<file path="src/cpu_pkg.sv">
package cpu_pkg;

  //////////////////////////////////////////////////
  // widths
  //////////////////////////////////////////////////

  localparam int data_width     = 32;
  localparam int inst_width     = 32;
  localparam int reg_addr_width = 5;

  //////////////////////////////////////////////////
  // opcodes and function codes
  //////////////////////////////////////////////////

  localparam logic [5:0] op_rtype = 6'h00;
  localparam logic [5:0] op_addi  = 6'h08;
  localparam logic [5:0] op_andi  = 6'h0c;
  localparam logic [5:0] op_ori   = 6'h0d;

  localparam logic [5:0] fn_add = 6'h20;
  localparam logic [5:0] fn_sub = 6'h22;
  localparam logic [5:0] fn_and = 6'h24;
  localparam logic [5:0] fn_or  = 6'h25;
  localparam logic [5:0] fn_xor = 6'h26;
  localparam logic [5:0] fn_slt = 6'h2a;

  typedef enum logic [2:0] {
    alu_add,
    alu_sub,
    alu_and,
    alu_or,
    alu_xor,
    alu_slt
  } alu_op_e;

  //////////////////////////////////////////////////
  // instruction formats
  //////////////////////////////////////////////////

  typedef struct packed {
    logic [5:0]                opcode;
    logic [reg_addr_width-1:0] rs;
    logic [reg_addr_width-1:0] rt;
    logic [reg_addr_width-1:0] rd;
    logic [4:0]                shamt;
    logic [5:0]                funct;
  } r_format_t;

  typedef struct packed {
    logic [5:0]                opcode;
    logic [reg_addr_width-1:0] rs;
    logic [reg_addr_width-1:0] rt;
    logic [15:0]               imm;
  } i_format_t;

  // same word read two ways by opcode
  typedef union packed {
    r_format_t r;
    i_format_t i;
  } instr_u;

endpackage
</file>
<file path="src/lane_if.sv">
`timescale 1ns/10ps

// decoded instruction from decode into one execute lane
interface lane_bus;
  logic                               valid;
  logic [cpu_pkg::reg_addr_width-1:0] dest;
  logic [cpu_pkg::reg_addr_width-1:0] src_a;
  logic [cpu_pkg::reg_addr_width-1:0] src_b;
  logic [cpu_pkg::data_width-1:0]     opnd_a;
  logic [cpu_pkg::data_width-1:0]     opnd_b;
  logic                               use_imm;
  logic [cpu_pkg::data_width-1:0]     imm_value;
  cpu_pkg::alu_op_e                   alu_op;

  modport decode (output valid, dest, src_a, src_b, opnd_a, opnd_b, use_imm, imm_value,
                  alu_op);
  modport execute (input valid, dest, src_a, src_b, opnd_a, opnd_b, use_imm, imm_value,
                   alu_op);
endinterface

// retired result of one lane
interface wb_bus;
  logic                               valid;
  logic [cpu_pkg::reg_addr_width-1:0] dest;
  logic [cpu_pkg::data_width-1:0]     data;

  modport source (output valid, dest, data);
  modport sink (input valid, dest, data);
endinterface

</file>
<file path="src/dual_issue_core.sv">
`timescale 1ns/10ps

module dual_issue_core (
  input  logic                               clk,
  input  logic                               arst_n,
  input  logic                               issue_valid,
  input  cpu_pkg::instr_u                    issue_inst0,
  input  cpu_pkg::instr_u                    issue_inst1,
  output logic                               issue_ready,
  output logic                               wb_valid0,
  output logic [cpu_pkg::reg_addr_width-1:0] wb_dest0,
  output logic [cpu_pkg::data_width-1:0]     wb_data0,
  output logic                               wb_valid1,
  output logic [cpu_pkg::reg_addr_width-1:0] wb_dest1,
  output logic [cpu_pkg::data_width-1:0]     wb_data1
);

  lane_bus lane0_bus ();
  lane_bus lane1_bus ();
  wb_bus   wb0_bus ();
  wb_bus   wb1_bus ();

  decode_stage u_decode_stage (
    .clk         (clk),
    .arst_n      (arst_n),
    .issue_valid (issue_valid),
    .issue_inst0 (issue_inst0),
    .issue_inst1 (issue_inst1),
    .issue_ready (issue_ready),
    .wb0         (wb0_bus),
    .wb1         (wb1_bus),
    .lane0       (lane0_bus),
    .lane1       (lane1_bus)
  );

  //////////////////////////////////////////////////
  // execute lanes
  //////////////////////////////////////////////////

  execute_lane #(.own_is_lane1(1'b0)) u_exec0 (
    .clk      (clk),
    .arst_n   (arst_n),
    .dec      (lane0_bus),
    .own_wb   (wb0_bus),
    .other_wb (wb1_bus)
  );

  execute_lane #(.own_is_lane1(1'b1)) u_exec1 (
    .clk      (clk),
    .arst_n   (arst_n),
    .dec      (lane1_bus),
    .own_wb   (wb1_bus),
    .other_wb (wb0_bus)
  );

  assign wb_valid0 = wb0_bus.valid;
  assign wb_dest0  = wb0_bus.dest;
  assign wb_data0  = wb0_bus.data;
  assign wb_valid1 = wb1_bus.valid;
  assign wb_dest1  = wb1_bus.dest;
  assign wb_data1  = wb1_bus.data;

endmodule

</file>
<file path="src/execute_lane.sv">
`timescale 1ns/10ps

module execute_lane #(
  parameter bit own_is_lane1 = 1'b0
) (
  input  logic      clk,
  input  logic      arst_n,
  lane_bus.execute  dec,
  wb_bus.source     own_wb,
  wb_bus.sink       other_wb
);

  localparam int dw = cpu_pkg::data_width;
  localparam int aw = cpu_pkg::reg_addr_width;

  logic             ex_valid;
  logic [aw-1:0]    ex_dest;
  logic [aw-1:0]    ex_src_a;
  logic [aw-1:0]    ex_src_b;
  logic [dw-1:0]    ex_opnd_a;
  logic [dw-1:0]    ex_opnd_b;
  logic             ex_use_imm;
  logic [dw-1:0]    ex_imm;
  cpu_pkg::alu_op_e ex_alu_op;

  logic             wb_valid_q;
  logic [aw-1:0]    wb_dest_q;
  logic [dw-1:0]    wb_data_q;

  logic             hi_valid, lo_valid;
  logic [aw-1:0]    hi_dest, lo_dest;
  logic [dw-1:0]    hi_data, lo_data;
  logic [dw-1:0]    opnd_a, opnd_b, alu_b, alu_result;

  // decode/execute register
  always_ff @(posedge clk or negedge arst_n) begin
    if (!arst_n) begin
      ex_valid <= 1'b0;
    end else begin
      ex_valid <= dec.valid;
    end
  end

  always_ff @(posedge clk) begin
    ex_dest    <= dec.dest;
    ex_src_a   <= dec.src_a;
    ex_src_b   <= dec.src_b;
    ex_opnd_a  <= dec.opnd_a;
    ex_opnd_b  <= dec.opnd_b;
    ex_use_imm <= dec.use_imm;
    ex_imm     <= dec.imm_value;
    ex_alu_op  <= dec.alu_op;
  end

  //////////////////////////////////////////////////
  // forwarding with lane 1 priority
  //////////////////////////////////////////////////

  assign hi_valid = own_is_lane1 ? wb_valid_q : other_wb.valid;
  assign hi_dest  = own_is_lane1 ? wb_dest_q  : other_wb.dest;
  assign hi_data  = own_is_lane1 ? wb_data_q  : other_wb.data;
  assign lo_valid = own_is_lane1 ? other_wb.valid : wb_valid_q;
  assign lo_dest  = own_is_lane1 ? other_wb.dest  : wb_dest_q;
  assign lo_data  = own_is_lane1 ? other_wb.data  : wb_data_q;

  always_comb begin
    opnd_a = ex_opnd_a;
    opnd_b = ex_opnd_b;
    if (lo_valid && (lo_dest == ex_src_a)) opnd_a = lo_data;
    if (hi_valid && (hi_dest == ex_src_a)) opnd_a = hi_data;
    if (lo_valid && (lo_dest == ex_src_b)) opnd_b = lo_data;
    if (hi_valid && (hi_dest == ex_src_b)) opnd_b = hi_data;
  end

  assign alu_b = ex_use_imm ? ex_imm : opnd_b;

  always_comb begin
    case (ex_alu_op)
      cpu_pkg::alu_add: alu_result = opnd_a + alu_b;
      cpu_pkg::alu_sub: alu_result = opnd_a - alu_b;
      cpu_pkg::alu_and: alu_result = opnd_a & alu_b;
      cpu_pkg::alu_or:  alu_result = opnd_a | alu_b;
      cpu_pkg::alu_xor: alu_result = opnd_a ^ alu_b;
      cpu_pkg::alu_slt: alu_result = {{(dw-1){1'b0}}, $signed(opnd_a) < $signed(alu_b)};
      default:          alu_result = '0;
    endcase
  end

  // execute/writeback register
  always_ff @(posedge clk or negedge arst_n) begin
    if (!arst_n) begin
      wb_valid_q <= 1'b0;
    end else begin
      wb_valid_q <= ex_valid;
    end
  end

  always_ff @(posedge clk) begin
    wb_dest_q <= ex_dest;
    wb_data_q <= alu_result;
  end

  assign own_wb.valid = wb_valid_q;
  assign own_wb.dest  = wb_dest_q;
  assign own_wb.data  = wb_data_q;

endmodule

</file>
<file path="src/decode_stage.sv">
`timescale 1ns/10ps

module decode_stage (
  input  logic            clk,
  input  logic            arst_n,
  input  logic            issue_valid,
  input  cpu_pkg::instr_u issue_inst0,
  input  cpu_pkg::instr_u issue_inst1,
  output logic            issue_ready,
  wb_bus.sink             wb0,
  wb_bus.sink             wb1,
  lane_bus.decode         lane0,
  lane_bus.decode         lane1
);

  logic [cpu_pkg::inst_width-1:0]     pair_word [2];
  logic [1:0]                         slot_valid;

  logic [1:0]                         dec_valid;
  logic [cpu_pkg::reg_addr_width-1:0] dec_dest [2];
  logic [cpu_pkg::reg_addr_width-1:0] dec_src_a [2];
  logic [cpu_pkg::reg_addr_width-1:0] dec_src_b [2];
  logic [1:0]                         dec_reads_b;
  logic [1:0]                         dec_use_imm;
  logic [cpu_pkg::data_width-1:0]     dec_imm [2];
  cpu_pkg::alu_op_e                   dec_alu_op [2];

  logic [1:0]                         writes;
  logic                               dependent;
  logic [cpu_pkg::reg_addr_width-1:0] rf_addr [4];
  logic [cpu_pkg::data_width-1:0]     rf_data [4];

  //////////////////////////////////////////////////
  // fetch/decode pair register
  //////////////////////////////////////////////////

  always_ff @(posedge clk or negedge arst_n) begin
    if (!arst_n) begin
      slot_valid <= 2'b00;
    end else if (issue_ready) begin
      slot_valid <= {2{issue_valid}};
    end else begin
      // on a split lane 0 leaves and lane 1 waits a cycle
      slot_valid[0] <= 1'b0;
    end
  end

  always_ff @(posedge clk) begin
    if (issue_valid && issue_ready) begin
      pair_word[0] <= issue_inst0;
      pair_word[1] <= issue_inst1;
    end
  end

  for (genvar k = 0; k < 2; k++) begin : g_dec
    instr_decoder u_instr_decoder (
      .inst      (pair_word[k]),
      .valid     (dec_valid[k]),
      .dest      (dec_dest[k]),
      .src_a     (dec_src_a[k]),
      .src_b     (dec_src_b[k]),
      .reads_b   (dec_reads_b[k]),
      .use_imm   (dec_use_imm[k]),
      .imm_value (dec_imm[k]),
      .alu_op    (dec_alu_op[k])
    );
    assign writes[k] = slot_valid[k] && dec_valid[k] && (dec_dest[k] != '0);
  end

  // lane 1 reads what lane 0 writes
  assign dependent = writes[0] && slot_valid[1] && dec_valid[1] &&
                     ((dec_src_a[1] == dec_dest[0]) ||
                      (dec_reads_b[1] && (dec_src_b[1] == dec_dest[0])));
  assign issue_ready = !dependent;

  assign rf_addr[0] = dec_src_a[0];
  assign rf_addr[1] = dec_src_b[0];
  assign rf_addr[2] = dec_src_a[1];
  assign rf_addr[3] = dec_src_b[1];

  register_file u_register_file (
    .clk     (clk),
    .arst_n  (arst_n),
    .wb0     (wb0),
    .wb1     (wb1),
    .rd_addr (rf_addr),
    .rd_data (rf_data)
  );

  //////////////////////////////////////////////////
  // lane buses
  //////////////////////////////////////////////////

  assign lane0.valid     = writes[0];
  assign lane0.dest      = dec_dest[0];
  assign lane0.src_a     = dec_src_a[0];
  assign lane0.src_b     = dec_src_b[0];
  assign lane0.opnd_a    = rf_data[0];
  assign lane0.opnd_b    = rf_data[1];
  assign lane0.use_imm   = dec_use_imm[0];
  assign lane0.imm_value = dec_imm[0];
  assign lane0.alu_op    = dec_alu_op[0];

  assign lane1.valid     = writes[1] && !dependent;
  assign lane1.dest      = dec_dest[1];
  assign lane1.src_a     = dec_src_a[1];
  assign lane1.src_b     = dec_src_b[1];
  assign lane1.opnd_a    = rf_data[2];
  assign lane1.opnd_b    = rf_data[3];
  assign lane1.use_imm   = dec_use_imm[1];
  assign lane1.imm_value = dec_imm[1];
  assign lane1.alu_op    = dec_alu_op[1];

endmodule

</file>
<file path="src/register_file.sv">
`timescale 1ns/10ps

module register_file (
  input  logic                               clk,
  input  logic                               arst_n,
  wb_bus.sink                                wb0,
  wb_bus.sink                                wb1,
  input  logic [cpu_pkg::reg_addr_width-1:0] rd_addr [4],
  output logic [cpu_pkg::data_width-1:0]     rd_data [4]
);

  localparam int num_regs = 2 ** cpu_pkg::reg_addr_width;

  logic [cpu_pkg::data_width-1:0] regs [num_regs];
  logic                           wr0;
  logic                           wr1;

  // r0 stays zero
  assign wr0 = wb0.valid && (wb0.dest != '0);
  assign wr1 = wb1.valid && (wb1.dest != '0);

  always_ff @(posedge clk or negedge arst_n) begin
    if (!arst_n) begin
      for (int i = 0; i < num_regs; i++) begin
        regs[i] <= '0;
      end
    end else begin
      if (wr0) begin
        regs[wb0.dest] <= wb0.data;
      end
      // younger lane 1 write wins
      if (wr1) begin
        regs[wb1.dest] <= wb1.data;
      end
    end
  end

  //////////////////////////////////////////////////
  // read ports with write bypass
  //////////////////////////////////////////////////

  always_comb begin
    for (int p = 0; p < 4; p++) begin
      if (wr1 && (wb1.dest == rd_addr[p])) begin
        rd_data[p] = wb1.data;
      end else if (wr0 && (wb0.dest == rd_addr[p])) begin
        rd_data[p] = wb0.data;
      end else begin
        rd_data[p] = regs[rd_addr[p]];
      end
    end
  end

endmodule

</file>
<file path="src/instr_decoder.sv">
`timescale 1ns/10ps

module instr_decoder (
  input  cpu_pkg::instr_u                    inst,
  output logic                               valid,
  output logic [cpu_pkg::reg_addr_width-1:0] dest,
  output logic [cpu_pkg::reg_addr_width-1:0] src_a,
  output logic [cpu_pkg::reg_addr_width-1:0] src_b,
  output logic                               reads_b,
  output logic                               use_imm,
  output logic [cpu_pkg::data_width-1:0]     imm_value,
  output cpu_pkg::alu_op_e                   alu_op
);

  localparam int ext_width = cpu_pkg::data_width - 16;

  always_comb begin
    // i-type defaults
    valid     = 1'b1;
    dest      = inst.i.rt;
    src_a     = inst.i.rs;
    src_b     = inst.i.rt;
    reads_b   = 1'b0;
    use_imm   = 1'b1;
    imm_value = {{ext_width{inst.i.imm[15]}}, inst.i.imm};
    alu_op    = cpu_pkg::alu_add;

    case (inst.r.opcode)
      cpu_pkg::op_rtype: begin
        dest    = inst.r.rd;
        reads_b = 1'b1;
        use_imm = 1'b0;
        case (inst.r.funct)
          cpu_pkg::fn_add: alu_op = cpu_pkg::alu_add;
          cpu_pkg::fn_sub: alu_op = cpu_pkg::alu_sub;
          cpu_pkg::fn_and: alu_op = cpu_pkg::alu_and;
          cpu_pkg::fn_or:  alu_op = cpu_pkg::alu_or;
          cpu_pkg::fn_xor: alu_op = cpu_pkg::alu_xor;
          cpu_pkg::fn_slt: alu_op = cpu_pkg::alu_slt;
          default:         valid  = 1'b0;
        endcase
      end
      cpu_pkg::op_addi: begin
        alu_op = cpu_pkg::alu_add;
      end
      // logical immediates are zero extended
      cpu_pkg::op_andi: begin
        alu_op    = cpu_pkg::alu_and;
        imm_value = {{ext_width{1'b0}}, inst.i.imm};
      end
      cpu_pkg::op_ori: begin
        alu_op    = cpu_pkg::alu_or;
        imm_value = {{ext_width{1'b0}}, inst.i.imm};
      end
      default: begin
        valid = 1'b0;
      end
    endcase

    // unknown word writes nothing
    if (!valid) begin
      dest = '0;
    end
  end

endmodule

</file>
<file path="config.mk">
export PLATFORM = sky130hd
export DESIGN_NAME = dual_issue_core
export DESIGN_NICKNAME = d
export VERILOG_FILES = /design/src/cpu_pkg.sv /design/src/lane_if.sv /design/src/dual_issue_core.sv /design/src/execute_lane.sv /design/src/decode_stage.sv /design/src/register_file.sv /design/src/instr_decoder.sv
export SDC_FILE = /design/constraint.sdc
export NUM_CORES = 2
export LEC_CHECK = 0
export ABC_CLOCK_PERIOD_IN_PS = 7580
export BUFFER_PORTS_ARGS = -buffer_cell sky130_fd_sc_hd__buf_2
export CAP_MARGIN = 20
export CORE_ASPECT_RATIO = 0.7
export CORE_MARGIN = 2
export CORE_UTILIZATION = 25
export DETAILED_ROUTE_END_ITERATION = 10
export GPL_TIMING_DRIVEN = 0
export REMOVE_ABC_BUFFERS = 1
export SLEW_MARGIN = 0
export SYNTH_ARGS = -nofsm -noshare
export SYNTH_HDL_FRONTEND = slang
export SYNTH_SLANG_ARGS = --single-unit
</file>
<file path="constraint.sdc">
create_clock -name clk -period 7.58 [get_ports clk]
set_clock_uncertainty 0.05 [all_clocks]
set_input_delay 1.516 -clock clk [delete_from_list [all_inputs] [get_ports clk]]
set_output_delay 1.516 -clock clk [all_outputs]
set_load 0.02 [all_outputs]
</file>
# Word-level counts from Yosys, hierarchy flattened
# Memory sizes are Yosys's and may differ from the RTL's.
# Cells that the tools add are included.
# word_totals
ff_bits,1304
ram_bits,64
in_bits,67
output_inout_bits,77
wordCells,237
memories,1
# memory_table
memory,words,word_bits,rd,rd_clocked_by_memory_dff,write_ports,line_no,text
u_decode_stage.pair_word,2,32,2,0,2,decode_stage.sv:16,logic [cpu_pkg::inst_width-1:0] pair_word [2];
# classes
addsub,4
order_cmp,10
n_eq_ne,46
mux,58
bitwise_logic,12
reduce_logical,46
# ops
op,n
bitwise mux 1024 bit,2
2-to-1 mux 1024 bit,2
2-to-1 mux 32 bit,28
binary-select mux 32 bit (select 5 bit),4
case mux 32 bit (6 select lines),2
demux 32 bit (select 5 bit),2
== test 5 bit,18
== test 6 bit (second input constant),12
adder 32 bit,2
AND 32 bit,2
less-than comparator 32 bit,2
bitwise OR 32 bit,2
subtractor 32 bit,2
XOR 32 bit,2
== test 6 x 4 -> 1 bit (second input constant),6
>= comparator 6 bit (second input constant),6
inverter 5 -> 6 bit,6
logical AND 1 bit,30
case mux 3 bit (5 select lines),2
2-to-1 mux 5 bit,4
nonzero test 5 bit,4
case mux 3 bit (3 select lines),2
== test 3 x 2 -> 1 bit (second input constant),4
== test 3 bit (second input constant),4
other kinds (11),26

# Longest topological paths before layout
# An unclocked memory read counts as a cell.
# depth
depth_word,15
ltp_mapped,22
mapped_depth_nobuf,19

# Cells and area by module
# From an unflattened synthesis, not the netlist that was laid out.
# unflattened
hier_cells,10205
area_unflattened_um2,105070.8
# modules_own_cells
module,instances,cells_each,area_per_inst_um2,seq_area_each_um2
register_file,1,7513,81660.8,25624.6
execute_lane at u_exec1,1,1227,10236.1,3093.0
execute_lane at u_exec0,1,1231,10002.1,3093.0
decode_stage,1,90,2150.8,1971.9
instr_decoder,2,72,510.5,0.0

# Worst setup path after synthesis
# No wires, ideal clock.
# synth_path
kind,register -> register
from,mem u_decode_stage.pair_word[0][27] in the netlist's numbering
to,"mem u_decode_stage.pair_word[0][0] in the netlist's numbering, enable pin"
setup_time_ns,0.494
arrival_time_ns,5.016
required_time_ns,7.036
path_slack_ns,2.019
path_stages_with_launch,11
path_buffers,0
synth_period_minus_slack_ns,5.561
path_cell_list,edfxtp_1 -> or3_1 -> nor4_4 -> inv_2 -> a211oi_2 -> a22o_1 -> xnor2_1 -> nand3b_1 -> a21boi_1 -> nor3b_1 -> nor2b_1
# synth_lines
item,line_no
from (decl),decode_stage.sv:16

# Worst setup path in the final report
# layout_path
from,"reg u_exec1.wb_dest_q[3], in the netlist u_exec1.own_wb.dest[3]"
to,"reg u_exec1.wb_data_q[29], in the netlist u_exec1.own_wb.data[29]"
# layout_between
elab_chain_cells,6
elab_cells_between_ends,13
classes_between,add/sub: 2; eq/ne: 2; mux: 4; bitwise: 3; reduce/logical: 2
# layout_rtl
item,line_no,text
from (decl),execute_lane.sv:27,logic [aw-1:0] wb_dest_q;
from (signal assigned),execute_lane.sv:99,wb_dest_q <= ex_dest;
== test 5 bit,execute_lane.sv:72,if (hi_valid && (hi_dest == ex_src_b)) opnd_b = hi_data;
logical AND 1 bit,execute_lane.sv:72,
2-to-1 mux 32 bit,execute_lane.sv:72,
2-to-1 mux 32 bit,execute_lane.sv:75,assign alu_b = ex_use_imm ? ex_imm : opnd_b;
subtractor 32 bit (tied with other cells),execute_lane.sv:80,cpu_pkg::alu_sub: alu_result = opnd_a - alu_b;
case mux 32 bit (6 select lines) *,execute_lane.sv:78,case (ex_alu_op)
named net u_exec1.alu_result[29],execute_lane.sv:33,"logic [dw-1:0] opnd_a, opnd_b, alu_b, alu_result;"
to (signal assigned),execute_lane.sv:100,wb_data_q <= alu_result;
to (decl),execute_lane.sv:28,logic [dw-1:0] wb_data_q;
# Mark *: on every way through the listed nets, which the timed path passes. The rest lies on a longest branch.
# A chain may end at the register's enable or synchronous reset.

==> impl_metrics.ini <==
[die]
die_x_microns = 772
fp.dieH_microns = 542
dieArea_sq_um = 418000
ioPinCount = 144
core_sq_um = 411000
rows = 197
initial_core_util_pct = 25.1

[critical_path]
path_max_fanout = 38
startpoint_type = flop
worst_ep_arrival_time_ns = 8.18
worst_path_max_delay_cell = dfxtp_1
cp-end-kind = flop
crit_family = compound AO/OA/AOI/OAI gates
crit_type = reg -> reg
cpPeakStageDelay_ns = 1.00
worstPathRequired_ns = 8.26
crit_buf_inv = 1
worstPathCellList = xor2_1 > nor4_1 > nand3_4 > buf_12 > a211oi_1 > a21o_1 > ha_1 > nor2_1 > o311ai_1 > o211ai_1 > o21ai_1 > o41ai_1 > a21oi_1 > o41ai_1 > a21oi_1 > o311ai_1

[drt]
antenna_left = 0
drt-initial-drc-count = 14500
drc = 0
wl_microns = 455000
vias = 89500
via_per_inst = 5.90
firstDrtPassIters = 9
post_drt_wl_per_cell_microns = 29.9

[cts]
clk_path_buf_depth = 4
clock_latency_ns = 0.87
postCtsSetupRepairBufs = 0
tritoncts = done
cts_resized = 0
path_clk_slew_ns = 0.07
cts_made_buffers = 157
h-tree-depth = 4
root_buffer = clkbuf_16
postCtsHoldBufs = 0
clock_sinks = 1368

[timing]
maxSlewHeadroom_pct = 21.6
rsz0062_at_grt = no
hold_viol = 0
fin_tns_setup_ns = 0
finalSetupViolCount = 0
tightest_slew_ns = 1.16
fmax_ghz = 0.133
layout_min_cycle_time_ns = 7.50
min_period_over_period_pct = 98.9
slew_violations = 0

[layout]
fill_cells = 41100
layout.nets = 9852
drive_above_1_share_pct = 24.4
finalNonFillerCells = 15200
post-route-util_pct = 30.1
syn2layout_area_growth_pct = 20.0

[pwr]
power_density_nw_per_um2 = 157
p_leak_nw = 49.6
peakVddDrop_uv = 163

[place]
place_inst = 14900
gp_congestion = 0.957
post-dp-hpwl_microns = 315000
port_buffers = 143

[global_routing]
grt_pass1_wl_microns = 642000
grt_use_total_pct = 21.0
overflow = 0
grt_pass1_vias = 83700
grt_max_degree = 153
antenna_found_initial = 16

[logic_synthesis]
syn_area_per_cell_sq_um = 10.4
synth-seq-area-share_pct = 32.1
yosysWarnings = 0
synth_area_sq_um = 103000
ys.flop_type = dfrtp_1
ys_ff_latch = 1368
syn_inst = 9913
async_flop_share_pct = 75.3
synth_edf_count = 64
synth.distinct_cells = 92

[hold_path]
hp-class = reg -> reg

[status]
status = completed

[job]
max_cap_violations = 0
state kept, by name (all words and copies together), names as in the netlist, 17 cells and up:
signal and flops:
u_decode_stage.u_register_file.regs 1024, u_decode_stage.pair_word 64, u_exec0.ex_opnd_a 32, u_exec0.ex_opnd_b 32, u_exec0.own_wb.data 32, u_exec1.ex_opnd_a 32
u_exec1.ex_opnd_b 32, u_exec1.own_wb.data 32, u_exec0.ex_imm 17, u_exec1.ex_imm 17
final cells by class:
| cell class | instances | area (sq um) | area share [%] |
|---|---|---|---|
| diodes | 13 | 32.5 | 0.0263 |
| well taps | 5472 | 6850 | 5.53 |
| flip-flops and latches | 1368 | 33300 | 26.9 |
| multi-input cells | 7197 | 65600 | 52.9 |
| inverters | 213 | 818 | 0.661 |
| clock inverters | 65 | 773 | 0.624 |
| clock buffers | 214 | 4540 | 3.67 |
| repair buffers | 643 | 12000 | 9.69 |
synthesized netlist by cell type (11+ instances only):
| cell | n | share of area [%] |
|---|---|---|
| o21a_1 | 19 | 0.14 |
| nor3_1 | 49 | 0.24 |
| a21o_1 | 54 | 0.39 |
| nor4_1 | 34 | 0.21 |
| clkbuf_1 | 888 | 3.2 |
| edfxtp_1 | 64 | 1.9 |
| dfxtp_1 | 274 | 5.3 |
| mux4_2 | 1282 | 28 |
| buf_2 | 13 | 0.063 |
| nor2_1 | 1090 | 4.0 |
| xor2_1 | 53 | 0.45 |
| o21ai_1 | 217 | 1.1 |
| or2_2 | 15 | 0.091 |
| dfrtp_1 | 1030 | 25 |
| ha_1 | 201 | 2.4 |
| o211ai_1 | 34 | 0.25 |
| and2_1 | 11 | 0.067 |
| o21bai_1 | 22 | 0.16 |
| or2_1 | 26 | 0.16 |
| a211oi_1 | 97 | 0.71 |
| o21ai_0 | 435 | 2.1 |
| inv_2 | 14 | 0.051 |
| or3_1 | 14 | 0.085 |
| nand3_1 | 45 | 0.22 |
| o22ai_1 | 32 | 0.19 |
| o31ai_1 | 15 | 0.11 |
| buf_1 | 234 | 0.85 |
| nand2b_1 | 31 | 0.19 |
| nor2b_1 | 24 | 0.15 |
| inv_1 | 196 | 0.71 |
| a21oi_1 | 1133 | 5.5 |
| mux2i_1 | 1071 | 10 |
| nand2_1 | 893 | 3.2 |
| xnor2_1 | 71 | 0.60 |
| a221oi_1 | 13 | 0.11 |
| a31oi_1 | 31 | 0.19 |
per-stage QoR:
| stage | area [sq um] | setup slack (ns) | hold slack (ns) | total power (W) |
|---|---|---|---|---|
| 2_1_floorplan | 99000 | -7.65 | 0.260 | 0.00952 |
| 3_3_place_gp | 107000 | -25.20 | 0.260 | 0.0109 |
| 3_5_place_dp | 118000 | 0.532 | 0.263 | 0.0112 |
| 4_1_cts | 124000 | 0.466 | 0.277 | 0.0194 |
| 5_1_grt | 124000 | 0.0263 | 0.281 | 0.0199 |
| 6_report | 124000 | 0.0842 | 0.278 | 0.0195 |
per-layer routing:
metal	share of wire (%)	up-vias	GRT usage (%)	routed length (microns)
li1	-	36300	-	-
met3	15	1478	9.60	69600
met4	6.2	21	10.5	28100
met2	41	7120	29.2	185000
met1	38	44700	27.3	171000
met5	0.095	-	0.460	432
cell usage in the layout (no fill, tap or decap), types with 34 or more instances in the layout:
master,instances
a21oi_1,1133
buf_16,314
o21ai_0,435
o21ai_1,217
clkbuf_16,163
a21o_1,54
buf_2,143
nand3_1,39
mux4_2,1282
o211ai_1,34
mux2i_1,1071
nor2_1,1066
buf_12,77
xor2_1,53
a211oi_1,97
dfxtp_2,56
nor3_1,47
xnor2_1,71
dfrtp_1,1030
inv_1,194
nand2_1,860
dfxtp_1,215
edfxtp_1,64
buf_4,61
ha_1,201
logic make-up after synthesis:
kind of cell               share of synthesized area (%)
AOI/OAI and AO/OA                                   12.0
DFF                                                 32.1
and+or+nand+nor                                     9.05
buffers and inverters                               4.92
muxes                                               38.4
adders and majority gates                           2.51
xor gates and xnor gates                            1.05
report_power, final:
part	leakage (nW)	switching, W	internal (W)	total [W]
combinational	29.7	0.00184	0.00136	0.00320
clock	2.60	0.00359	0.00470	0.00829
sequential	17.3	0.000509	0.00746	0.00797
final timing paths:
kind / from / to / slack (ns) / cells after the start
setup / recovery: u_exec1.own_wb.dest[3] / u_exec1.own_wb.data[29] / 0.08 / 16
hold / removal: u_exec1.ex_dest[3] / u_exec1.own_wb.dest[3] / 0.28 / 0
setup reg to reg: u_exec1.own_wb.dest[3] / u_exec1.own_wb.data[29] / 0.08 / 16
hold reg to reg: u_exec1.ex_dest[3] / u_exec1.own_wb.dest[3] / 0.28 / 0
max in group asynchronous: arst_n / u_decode_stage.u_register_file.regs[549] / 4.08 / 5
min in group asynchronous: arst_n / u_decode_stage.u_register_file.regs[758] / 0.51 / 1
Power figures use the tool's default switching activity.
